### src/common/tlb_pkg.sv
package tlb_pkg;

    localparam int TLB_N      = 16;
    localparam int TLB_IDX_W  = 4;
    localparam int ADDR_W     = 32;
    localparam int VPN2_W     = 19;
    localparam int PFN_W      = 20;
    localparam int ASID_W     = 8;
    localparam int PAGE_OFS_W = 12;
    localparam int CACHE_AT_W = 3;

    localparam logic [CACHE_AT_W-1:0] CACHEABLE_CODE  = 3'd3;
    localparam logic [ADDR_W-1:0]     PROBE_MISS_WORD = 32'h8000_0000; // P bit only

    // EntryHi layout
    localparam int EH_VPN2_LO = 13;
    localparam int EH_VPN2_HI = EH_VPN2_LO + VPN2_W - 1;
    localparam int EH_ASID_LO = 0;
    localparam int EH_ASID_HI = EH_ASID_LO + ASID_W - 1;

    // EntryLo layout
    localparam int EL_PFN_LO = 6;
    localparam int EL_PFN_HI = EL_PFN_LO + PFN_W - 1;
    localparam int EL_C_LO   = 3;
    localparam int EL_C_HI   = EL_C_LO + CACHE_AT_W - 1;
    localparam int EL_D      = 2;
    localparam int EL_V      = 1;
    localparam int EL_G      = 0;

    typedef enum logic [1:0] {
        TOP_NOP   = 2'd0,
        TOP_TLBR  = 2'd1,
        TOP_TLBWI = 2'd2,
        TOP_TLBP  = 2'd3
    } tlb_op_e;

    typedef enum logic [1:0] {
        XS_IDLE      = 2'd0,
        XS_TRANSLATE = 2'd1,
        XS_READY     = 2'd2,
        XS_HOLD      = 2'd3
    } xlate_state_e;

    typedef struct packed {
        logic [PFN_W-1:0]      pfn;
        logic [CACHE_AT_W-1:0] c;
        logic                  d;
        logic                  v;
    } tlb_page_t;

    typedef struct packed {
        logic [VPN2_W-1:0] vpn2;
        logic [ASID_W-1:0] asid;
        logic              g;
        tlb_page_t         page0; // Even page
        tlb_page_t         page1; // Odd page
    } tlb_entry_t;

endpackage

### src/common/tlb_lookup_if.sv
`timescale 1ns/1ps

interface tlb_lookup_if;

    logic [tlb_pkg::VPN2_W-1:0]    vpn2;
    logic [tlb_pkg::ASID_W-1:0]    asid;
    logic                          hit;
    logic [tlb_pkg::TLB_IDX_W-1:0] hit_idx;
    tlb_pkg::tlb_entry_t           entry;   // Entry 0 on a miss

    modport requester (
        output vpn2, asid,
        input  hit, hit_idx, entry
    );

    modport matcher (
        input  vpn2, asid,
        output hit, hit_idx, entry
    );

endinterface

### src/rtl/tlb_array.sv
`timescale 1ns/1ps

module tlb_array (
    input  logic                          clk,
    input  logic                          rst,
    input  logic                          i_we,
    input  logic [tlb_pkg::TLB_IDX_W-1:0] i_widx,
    input  logic [tlb_pkg::ADDR_W-1:0]    i_entry_hi,
    input  logic [tlb_pkg::ADDR_W-1:0]    i_entry_lo0,
    input  logic [tlb_pkg::ADDR_W-1:0]    i_entry_lo1,
    input  logic [tlb_pkg::TLB_IDX_W-1:0] i_ridx,
    output tlb_pkg::tlb_entry_t           o_entries [tlb_pkg::TLB_N],
    output tlb_pkg::tlb_entry_t           o_rentry
);

    tlb_pkg::tlb_entry_t mem [tlb_pkg::TLB_N];
    tlb_pkg::tlb_entry_t wentry;

    // Pack CP0 register fields into one entry
    always_comb begin
        wentry.vpn2       = i_entry_hi[tlb_pkg::EH_VPN2_HI:tlb_pkg::EH_VPN2_LO];
        wentry.asid       = i_entry_hi[tlb_pkg::EH_ASID_HI:tlb_pkg::EH_ASID_LO];
        wentry.g          = i_entry_lo0[tlb_pkg::EL_G] & i_entry_lo1[tlb_pkg::EL_G];
        wentry.page0.pfn  = i_entry_lo0[tlb_pkg::EL_PFN_HI:tlb_pkg::EL_PFN_LO];
        wentry.page0.c    = i_entry_lo0[tlb_pkg::EL_C_HI:tlb_pkg::EL_C_LO];
        wentry.page0.d    = i_entry_lo0[tlb_pkg::EL_D];
        wentry.page0.v    = i_entry_lo0[tlb_pkg::EL_V];
        wentry.page1.pfn  = i_entry_lo1[tlb_pkg::EL_PFN_HI:tlb_pkg::EL_PFN_LO];
        wentry.page1.c    = i_entry_lo1[tlb_pkg::EL_C_HI:tlb_pkg::EL_C_LO];
        wentry.page1.d    = i_entry_lo1[tlb_pkg::EL_D];
        wentry.page1.v    = i_entry_lo1[tlb_pkg::EL_V];
    end

    always_ff @(posedge clk or posedge rst) begin
        if (rst) begin
            for (int i = 0; i < tlb_pkg::TLB_N; i++) begin
                mem[i] <= '0;
            end
        end else if (i_we) begin
            mem[i_widx] <= wentry; // TLBWI
        end
    end

    assign o_entries = mem;
    assign o_rentry  = mem[i_ridx];

endmodule

### src/rtl/tlb_cp0_ops.sv
`timescale 1ns/1ps

module tlb_cp0_ops (
    input  logic                       clk,
    input  logic                       rst,
    input  tlb_pkg::tlb_op_e           i_op,
    input  tlb_pkg::tlb_entry_t        i_rentry,
    input  logic [tlb_pkg::ADDR_W-1:0] i_entry_hi,
    tlb_lookup_if.requester            pr,
    output logic                       o_tlbwen,
    output tlb_pkg::tlb_entry_t        o_entry,
    output logic                       o_idxwen,
    output logic [tlb_pkg::ADDR_W-1:0] o_index
);

    // Probe key straight from EntryHi
    assign pr.vpn2 = i_entry_hi[tlb_pkg::EH_VPN2_HI:tlb_pkg::EH_VPN2_LO];
    assign pr.asid = i_entry_hi[tlb_pkg::EH_ASID_HI:tlb_pkg::EH_ASID_LO];

    always_ff @(posedge clk or posedge rst) begin
        if (rst) begin
            o_tlbwen <= 1'b0;
            o_entry  <= '0;
            o_idxwen <= 1'b0;
            o_index  <= '0;
        end else begin
            o_tlbwen <= 1'b0; // Single-cycle pulses
            o_idxwen <= 1'b0;
            case (i_op)
                tlb_pkg::TOP_TLBR: begin
                    o_tlbwen <= 1'b1;
                    o_entry  <= i_rentry;
                end
                tlb_pkg::TOP_TLBP: begin
                    o_idxwen <= 1'b1;
                    if (pr.hit) begin
                        o_index <= {{(tlb_pkg::ADDR_W - tlb_pkg::TLB_IDX_W){1'b0}}, pr.hit_idx};
                    end else begin
                        o_index <= tlb_pkg::PROBE_MISS_WORD;
                    end
                end
                default: ;
            endcase
        end
    end

endmodule

### src/rtl/tlb_data_xlate.sv
`timescale 1ns/1ps

module tlb_data_xlate (
    input  logic                       clk,
    input  logic                       rst,
    input  logic                       i_en,
    input  logic [tlb_pkg::ADDR_W-1:0] i_vaddr,
    input  logic                       i_store,
    input  logic                       i_stall,
    input  logic                       i_op_nop,
    input  logic [tlb_pkg::ASID_W-1:0] i_asid,
    tlb_lookup_if.requester            lk,
    output logic                       o_rdy,
    output logic [tlb_pkg::ADDR_W-1:0] o_paddr,
    output logic                       o_cached,
    output logic                       o_refill,
    output logic                       o_invalid,
    output logic                       o_modified
);

    tlb_pkg::xlate_state_e      state;
    logic [tlb_pkg::ADDR_W-1:0] vaddr_q;
    logic [tlb_pkg::ASID_W-1:0] asid_q;
    logic                       store_q;
    tlb_pkg::tlb_entry_t        ent_q;
    tlb_pkg::tlb_page_t         page_sel;
    logic                       accept;

    assign accept = (state == tlb_pkg::XS_IDLE) && i_en && !o_rdy && i_op_nop;

    assign lk.vpn2 = vaddr_q[tlb_pkg::ADDR_W-1:tlb_pkg::EH_VPN2_LO];
    assign lk.asid = asid_q;

    // Bit 12 picks the odd page
    assign page_sel = vaddr_q[tlb_pkg::PAGE_OFS_W] ? ent_q.page1 : ent_q.page0;

    always_ff @(posedge clk) begin
        if (accept) begin
            vaddr_q <= i_vaddr;
            asid_q  <= i_asid;
            store_q <= i_store;
        end
        if (state == tlb_pkg::XS_TRANSLATE) begin
            ent_q <= lk.entry;
        end
    end

    always_ff @(posedge clk or posedge rst) begin
        if (rst) begin
            state      <= tlb_pkg::XS_IDLE;
            o_rdy      <= 1'b0;
            o_paddr    <= '0;
            o_cached   <= 1'b0;
            o_refill   <= 1'b0;
            o_invalid  <= 1'b0;
            o_modified <= 1'b0;
        end else begin
            case (state)
                tlb_pkg::XS_IDLE: begin
                    if (accept) begin
                        state <= tlb_pkg::XS_TRANSLATE;
                    end
                end
                tlb_pkg::XS_TRANSLATE: begin
                    o_refill <= !lk.hit;
                    state    <= tlb_pkg::XS_READY;
                end
                tlb_pkg::XS_READY: begin
                    o_rdy      <= 1'b1;
                    o_paddr    <= {page_sel.pfn, vaddr_q[tlb_pkg::PAGE_OFS_W-1:0]};
                    o_cached   <= (page_sel.c == tlb_pkg::CACHEABLE_CODE);
                    o_invalid  <= !page_sel.v;
                    o_modified <= store_q && !page_sel.d;
                    state      <= tlb_pkg::XS_HOLD;
                end
                tlb_pkg::XS_HOLD: begin
                    if (!i_stall) begin // Requester has taken the result
                        o_rdy      <= 1'b0;
                        o_refill   <= 1'b0;
                        o_invalid  <= 1'b0;
                        o_modified <= 1'b0;
                        state      <= tlb_pkg::XS_IDLE;
                    end
                end
                default: state <= tlb_pkg::XS_IDLE;
            endcase
        end
    end

endmodule

### src/rtl/tlb_match.sv
`timescale 1ns/1ps

module tlb_match (
    input  tlb_pkg::tlb_entry_t i_entries [tlb_pkg::TLB_N],
    tlb_lookup_if.matcher       lk
);

    logic [tlb_pkg::TLB_N-1:0]     hit_vec;
    logic [tlb_pkg::TLB_IDX_W-1:0] hit_idx;

    // Parallel compare against every entry
    always_comb begin
        for (int i = 0; i < tlb_pkg::TLB_N; i++) begin
            hit_vec[i] = (i_entries[i].vpn2 == lk.vpn2) &&
                         (i_entries[i].g || (i_entries[i].asid == lk.asid));
        end
    end

    // Scan downward so the lowest hit is left standing
    always_comb begin
        hit_idx = '0;
        for (int i = tlb_pkg::TLB_N - 1; i >= 0; i--) begin
            if (hit_vec[i]) begin
                hit_idx = i[tlb_pkg::TLB_IDX_W-1:0];
            end
        end
    end

    assign lk.hit     = |hit_vec;
    assign lk.hit_idx = hit_idx;
    assign lk.entry   = i_entries[hit_idx]; // Index 0 on a miss

endmodule

### src/rtl/tlb_top.sv
`timescale 1ns/1ps

module tlb_top (
    input  logic                          clk,
    input  logic                          rst,
    input  tlb_pkg::tlb_op_e              i_tlb_op,
    input  logic [tlb_pkg::TLB_IDX_W-1:0] i_index,
    input  logic [tlb_pkg::ADDR_W-1:0]    i_entry_hi,
    input  logic [tlb_pkg::ADDR_W-1:0]    i_entry_lo0,
    input  logic [tlb_pkg::ADDR_W-1:0]    i_entry_lo1,
    input  logic                          i_dmmu_en,
    input  logic [tlb_pkg::ADDR_W-1:0]    i_dmmu_vaddr,
    input  logic                          i_dmmu_store,
    input  logic                          i_dmmu_stall,
    output logic                          o_dmmu_rdy,
    output logic [tlb_pkg::ADDR_W-1:0]    o_dmmu_paddr,
    output logic                          o_dmmu_cached,
    output logic                          o_dmmu_refill,
    output logic                          o_dmmu_invalid,
    output logic                          o_dmmu_modified,
    output logic                          o_cp0_tlbwen,
    output tlb_pkg::tlb_entry_t           o_cp0_entry,
    output logic                          o_cp0_idxwen,
    output logic [tlb_pkg::ADDR_W-1:0]    o_cp0_index
);

    tlb_pkg::tlb_entry_t entries [tlb_pkg::TLB_N];
    tlb_pkg::tlb_entry_t rentry;

    tlb_lookup_if lk_if ();
    tlb_lookup_if pr_if ();

    tlb_array u_array (
        .clk         (clk),
        .rst         (rst),
        .i_we        (i_tlb_op == tlb_pkg::TOP_TLBWI),
        .i_widx      (i_index),
        .i_entry_hi  (i_entry_hi),
        .i_entry_lo0 (i_entry_lo0),
        .i_entry_lo1 (i_entry_lo1),
        .i_ridx      (i_index),
        .o_entries   (entries),
        .o_rentry    (rentry)
    );

    tlb_match u_match_lookup (
        .i_entries (entries),
        .lk        (lk_if.matcher)
    );

    tlb_match u_match_probe (
        .i_entries (entries),
        .lk        (pr_if.matcher)
    );

    tlb_data_xlate u_xlate (
        .clk        (clk),
        .rst        (rst),
        .i_en       (i_dmmu_en),
        .i_vaddr    (i_dmmu_vaddr),
        .i_store    (i_dmmu_store),
        .i_stall    (i_dmmu_stall),
        .i_op_nop   (i_tlb_op == tlb_pkg::TOP_NOP), // No lookup while a CP0 op runs
        .i_asid     (i_entry_hi[tlb_pkg::EH_ASID_HI:tlb_pkg::EH_ASID_LO]),
        .lk         (lk_if.requester),
        .o_rdy      (o_dmmu_rdy),
        .o_paddr    (o_dmmu_paddr),
        .o_cached   (o_dmmu_cached),
        .o_refill   (o_dmmu_refill),
        .o_invalid  (o_dmmu_invalid),
        .o_modified (o_dmmu_modified)
    );

    tlb_cp0_ops u_cp0_ops (
        .clk        (clk),
        .rst        (rst),
        .i_op       (i_tlb_op),
        .i_rentry   (rentry),
        .i_entry_hi (i_entry_hi),
        .pr         (pr_if.requester),
        .o_tlbwen   (o_cp0_tlbwen),
        .o_entry    (o_cp0_entry),
        .o_idxwen   (o_cp0_idxwen),
        .o_index    (o_cp0_index)
    );

endmodule

### config.mk
export PLATFORM = sky130hd
export DESIGN_NAME = tlb_top
export DESIGN_NICKNAME = d
export VERILOG_FILES = /design/src/common/tlb_pkg.sv /design/src/common/tlb_lookup_if.sv /design/src/rtl/tlb_array.sv /design/src/rtl/tlb_cp0_ops.sv /design/src/rtl/tlb_data_xlate.sv /design/src/rtl/tlb_match.sv /design/src/rtl/tlb_top.sv
export SDC_FILE = /design/constraint.sdc
export NUM_CORES = 2
export LEC_CHECK = 0
export ABC_AREA = 0
export BUFFER_PORTS_ARGS = -buffer_cell sky130_fd_sc_hd__buf_2
export CORE_MARGIN = 1.5
export CORE_UTILIZATION = 37
export CTS_CLUSTER_DIAMETER = 80
export DETAILED_ROUTE_END_ITERATION = 8
export GPL_TIMING_DRIVEN = 1
export HOLD_SLACK_MARGIN = 0.12
export PLACE_DENSITY = 0.6
export SYNTH_ARGS = -nofsm -noshare
export SYNTH_HDL_FRONTEND = slang
export SYNTH_SLANG_ARGS = --single-unit
### constraint.sdc
create_clock -name clk -period 45.9 [get_ports clk]
set_input_delay 2.295 -clock clk [delete_from_list [all_inputs] [get_ports clk]]
set_output_delay 2.295 -clock clk [all_outputs]
set_load 0.05 [all_outputs]
### After elaboration in Yosys (flattened, before gate mapping)

Index checks and enable logic that the tools add are counted.

* magnitude comparators: 3
* eq/ne operators: 73
* multiplexer cells: 53
* bitwise gates (word level): 3
* reduce and logical (&&, ||, !) cells: 82

Operators with widths (number)
* bitwise mux 1248 bit: 1
* binary-select mux 78 bit (select 4 bit): 2
* == test 19 bit: 32
* demux 78 bit (select 4 bit): 1
* == test 8 bit: 32
* two-way mux 78 bit: 3
* two-way mux 4 bit: 32
* two-way mux 50 bit: 2
* logical AND 1 bit: 37
* logical OR 1 bit: 32
* two-way mux 32 bit: 1
* OR reduction 16 bit: 2
* two-way mux 25 bit: 1
* >= comparator 5 bit (second input constant): 2
* inverter 4 -> 5 bit: 2
* == test 2 bit (second input constant): 4
* case mux 1 bit (2 select lines): 4
* case mux 2 bit (4 select lines): 1
* AND reduction 2 bit: 3
* less-than comparator 5 x 1 -> 1 bit (second input constant): 1
* == test 2 x 1 -> 1 bit (second input constant): 2
* zero test 1 bit: 4
* zero test 2 bit: 2
* two-way mux 2 bit: 2
* 6 further kinds: 9

* register bits after elaboration: 1490
* input port bits: 139
* output and inout bits: 149
* word-level logic and storage cells: 422

### Logic depth before layout (Yosys ltp)

* depth in word-level cells: 23
* mapped depth: 16
* mapped depth without buffers: 11

### Modules after synthesis

Synthesis repeated with hierarchy kept, for this count alone.

* cell total of the unflattened synthesis: 7893
* area, all modules: 95751.8 µm²

Modules (own cells, without submodules)
* tlb_array: instances 1, cells each 3391, area each 55444.4 µm², seq. area each 31230.0 µm²
* tlb_match: instances 2, cells each 1995, area each 15976.6 µm², seq. area each 0.0 µm²
* tlb_data_xlate: instances 1, cells each 264, area each 4727.0 µm², seq. area each 3708.6 µm²
* tlb_cp0_ops: instances 1, cells each 246, area each 3609.7 µm², seq. area each 2127.0 µm²
* tlb_top: instances 1, cells each 2, area each 17.5 µm², seq. area each 0.0 µm²

### Worst setup path before layout

No wires, ideal clock.

* kind: input -> register
* start point: input port i_tlb_op[1]
* end point: register u_xlate.state[1]
* setup time: 127 ps
* arrival: 7577 ps
* required time: 45773 ps
* slack: 38197 ps
* cell stages on the path: 3
* buffers on the path: 0
* cell sequence: nor4_1 -> o21ai_0 -> mux2_2

* word-level cells in the longest chain between the ends: 4

Ends and longest elaborated chain
* from (decl): line tlb_top.sv:6 `input tlb_pkg::tlb_op_e i_tlb_op,`
* zero test 2 bit: line tlb_top.sv:63 `.i_op_nop (i_tlb_op == tlb_pkg::TOP_NOP),`
* logical AND 1 bit: line tlb_data_xlate.sv:29 `assign accept = (state == tlb_pkg::XS_IDLE) && i_en && !o_rdy && i_op_nop;`
* inequality test 2 x 1 -> 1 bit (no source line)
* AND reduction 2 bit (no source line)
* to (signal assigned): line tlb_data_xlate.sv:50 `state <= tlb_pkg::XS_IDLE;`
* to (signal assigned): line tlb_data_xlate.sv:61 `state <= tlb_pkg::XS_TRANSLATE;`
* to (signal assigned): line tlb_data_xlate.sv:66 `state <= tlb_pkg::XS_READY;`
* to (decl): line tlb_data_xlate.sv:21 `tlb_pkg::xlate_state_e state;`

No other way between the ends.
A chain may end at the register's enable or synchronous reset.

==> out/metrics.yaml <==
detailed_routing:
  drt_iter0_drc: 5734
  ant_nets: 0
  via_per_inst: 6.14
  wire_per_inst_um: 29.6
  wirelength_um: 288000
  dr.pass1.iters: 5
  vias: 59600
  drc: 0
synth:
  ys_seq_area_share_pct: 44.2
  synth_common_cells: "1372 x dfrtp_1, 1246 x mux2_2, 726 x xor2_1"
  yosysUniqueCellTypes: 59
  synth.area.top_cells: "dfrtp_1 41%, mux2_2 17%, mux4_2 10%"
  syn_area_mm2: 0.0838
  yosys_warnings: 0
  synth_enable_flop_cells: 91
  syn_inst: 6704
  async_flop_share_pct: 93.8
  syn_area_per_cell_um2: 12.5
  yosys.area.top_type: "dfrtp_1"
  synth.most_common_cell: "dfrtp_1"
  ys_seq_elements: 1463
  synth.top_cell.area_share_pct: 41.0
  yosys_most_used_dff: "dfrtp_1"
global_routing:
  antenna_found_initial: 40
  grt_first_pass_wirelength_um: 421000
  grt_overflow: 0
  grt_pass1_vias: 59400
  grt_max_degree: 192
  grtUsageTotal_pct: 24.6
clock_tree:
  numCtsBuffers: 168
  cts_root_buf: "clkbuf_16"
  clock_path_buffers: 3
  cts_hold_buf: 0
  cts-htree-levels: 4
  post_cts_resized: 0
  cts_sinks: 1463
  clock_latency_ns: 0.88
  path_clk_slew_ns: 0.06
  cts_tree: "done"
  post_cts_buffers: 0
finish:
  drive_above_1_share_pct: 35.7
  finalNonFillerCells: 9705
  nets: 6699
  area_growth_pct: 11.1
  final_util_pct: 41.4
  final_area_mm2: 0.0931
power_and_ir_drop:
  power.switching_mw: 1.41
  seqPwrFrac_pct: 43.0
  clkPwrFrac_pct: 33.2
  share_comb_of_total_power_pct: 23.8
  vdd_drop_max_v: 0.0000427
  power_density_mw_per_mm2: 46.1
  swShare_pct: 32.8
  p_total_mw: 4.30
  leakagePower_nw: 40.3
  p_int_mw: 2.89
setup_path:
  startpoint_type: "flop"
  endpoint_kind: "flop"
  arrival_ns: 7.48
  cp.required_ns: 46.47
  worstPathMaxFanout: 117
  worstSetupPathType: "flop to flop"
sta:
  fin_crit_ns: 6.91
  setup_viol_count_final: 0
  fin_ws_ns: 38.99
  finClkSkew_ns: 0.0691
  maxSlewViolCount: 0
  relSlewSlack_pct: 19.4
  period_share_pct: 15.0
  setup_tns_ns: 0
  rsz0062_at_grt: "false"
  hold_ws_ns: 0.474
  hold_violations: 0
  worstMarginPinSlew_ns: 1.21
  max_freq_mhz: 145
die:
  initial_core_util_pct: 37.2
  die_area_mm2: 0.229
  core_mm2: 0.225
  fp.dieH_um: 479
  die_w_um: 479
  ios: 288
  rows: 174
run_status:
  outcome: "finished clean"
flow_run:
  drv_cap: 0
hold_path:
  hp-class: "flop to flop"
placement:
  numPlacedInstances: 9377
  place_ws_ns: 38.64
  dpl.hpwl_um: 170000
  port_buffers: 243
  placed_area_mm2: 0.0871
  place.gp.congestion: 0.943
-- worst max-delay path, cell delays in order (launching register included) --
cell,delay (ns)
edfxtp_1,0.37
buf_4,0.25
xor2_1,0.20
nor4_1,0.46
a21oi_1,0.21
or3_1,0.53
a21oi_1,0.83
or2_4,0.54
a21boi_4,0.24
buf_4,0.53
buf_12,0.57
buf_4,0.79
mux2i_1,0.30
nor4_1,0.08
and2_0,0.15
or3_1,0.49
-- power by group through the flow --
stage	logic (mW)	clock network, mW	registers, mW
2_1_floorplan	0.635	0	1.91
3_3_place_gp	1.00	0	1.85
3_5_place_dp	1.01	0	1.86
4_1_cts	1.02	1.45	1.84
5_1_grt	1.09	1.50	1.88
6_report	1.02	1.43	1.85
-- routing by layer --
layer	track usage, %	up-vias	wire length, µm
met4	12.3	28	15000
met3	4.61	737	23400
met5	0	-	178
li1	-	24600	-
met1	33.1	31300	118000
met2	38.0	2939	131000
-- state kept, by name, summed over array words and instances, names as in the netlist, 2 cells and up --
name and count:
u_cp0_ops.o_entry 78, u_array.o_entries 1248, u_xlate.vaddr_q 32, u_xlate.o_paddr 32, u_xlate.ent_q 50, u_cp0_ops.o_index 5
u_xlate.state 2, u_xlate.lk.asid 8
-- cells by family (layout without fill, tap and decap cells) --
kind of cell | after synthesis | in the layout | share of synthesized area [%]
other | 1 | 41 | 0.00447
AOI/OAI and AO/OA | 304 | 304 | 2.81
buffers and inverters | 797 | 766 | 4.16
muxes | 1759 | 1759 | 28.7
DFF | 1463 | 1463 | 44.2
and+or+nand+nor | 1511 | 1511 | 11.0
xor gates and xnor gates | 864 | 864 | 9.03
adders and majority gates | 5 | 5 | 0.0746
-- worst paths after layout --
check	cells after the start	slack, ns	from	to
setup reg to reg	15	38.99	u_xlate.lk.asid[1]	u_xlate.ent_q[41]
hold reg to reg	1	0.47	u_xlate.vaddr_q[0]	u_xlate.o_paddr[0]
hold / removal	1	0.47	u_xlate.vaddr_q[0]	u_xlate.o_paddr[0]
max in group asynchronous	6	40.41	rst	u_array.o_entries[10]
setup / recovery	15	38.99	u_xlate.lk.asid[1]	u_xlate.ent_q[41]
min in group asynchronous	2	1.59	rst	u_array.o_entries[675]
-- final cells by class --
class / instances / area (µm²)
fillers: 21000 / 132000
multi-input cells: 4470 / 43600
flip-flops and latches: 1463 / 37100
clock buffers: 247 / 4950
well taps: 2992 / 3740
repair buffers: 388 / 2440
clock inverters: 67 / 973
inverters: 64 / 248
diodes: 14 / 35.0
-- placed cells by master (no fill, tap or decap), types with 53 or more instances in the layout --
cell       netlist  layout
dfrtp_1       1372    1372
mux2_2        1246    1246
xor2_1         726     726
nor4_1         441     440
mux4_2         390     390
nand2_1        332     321
buf_2           56     239
nand4b_1       201     201
clkbuf_16        0     170
xnor2_1        138     138
buf_4           67     137
mux2i_1        123     123
and3_1         106     102
a211oi_1       103     102
nor4b_1        100     100
edfxtp_1        91      91
inv_1           64      63
a21oi_1         56      56
or3_1           56      56
and2_1          56      53
Note: power is estimated with default switching activity, not from simulation.
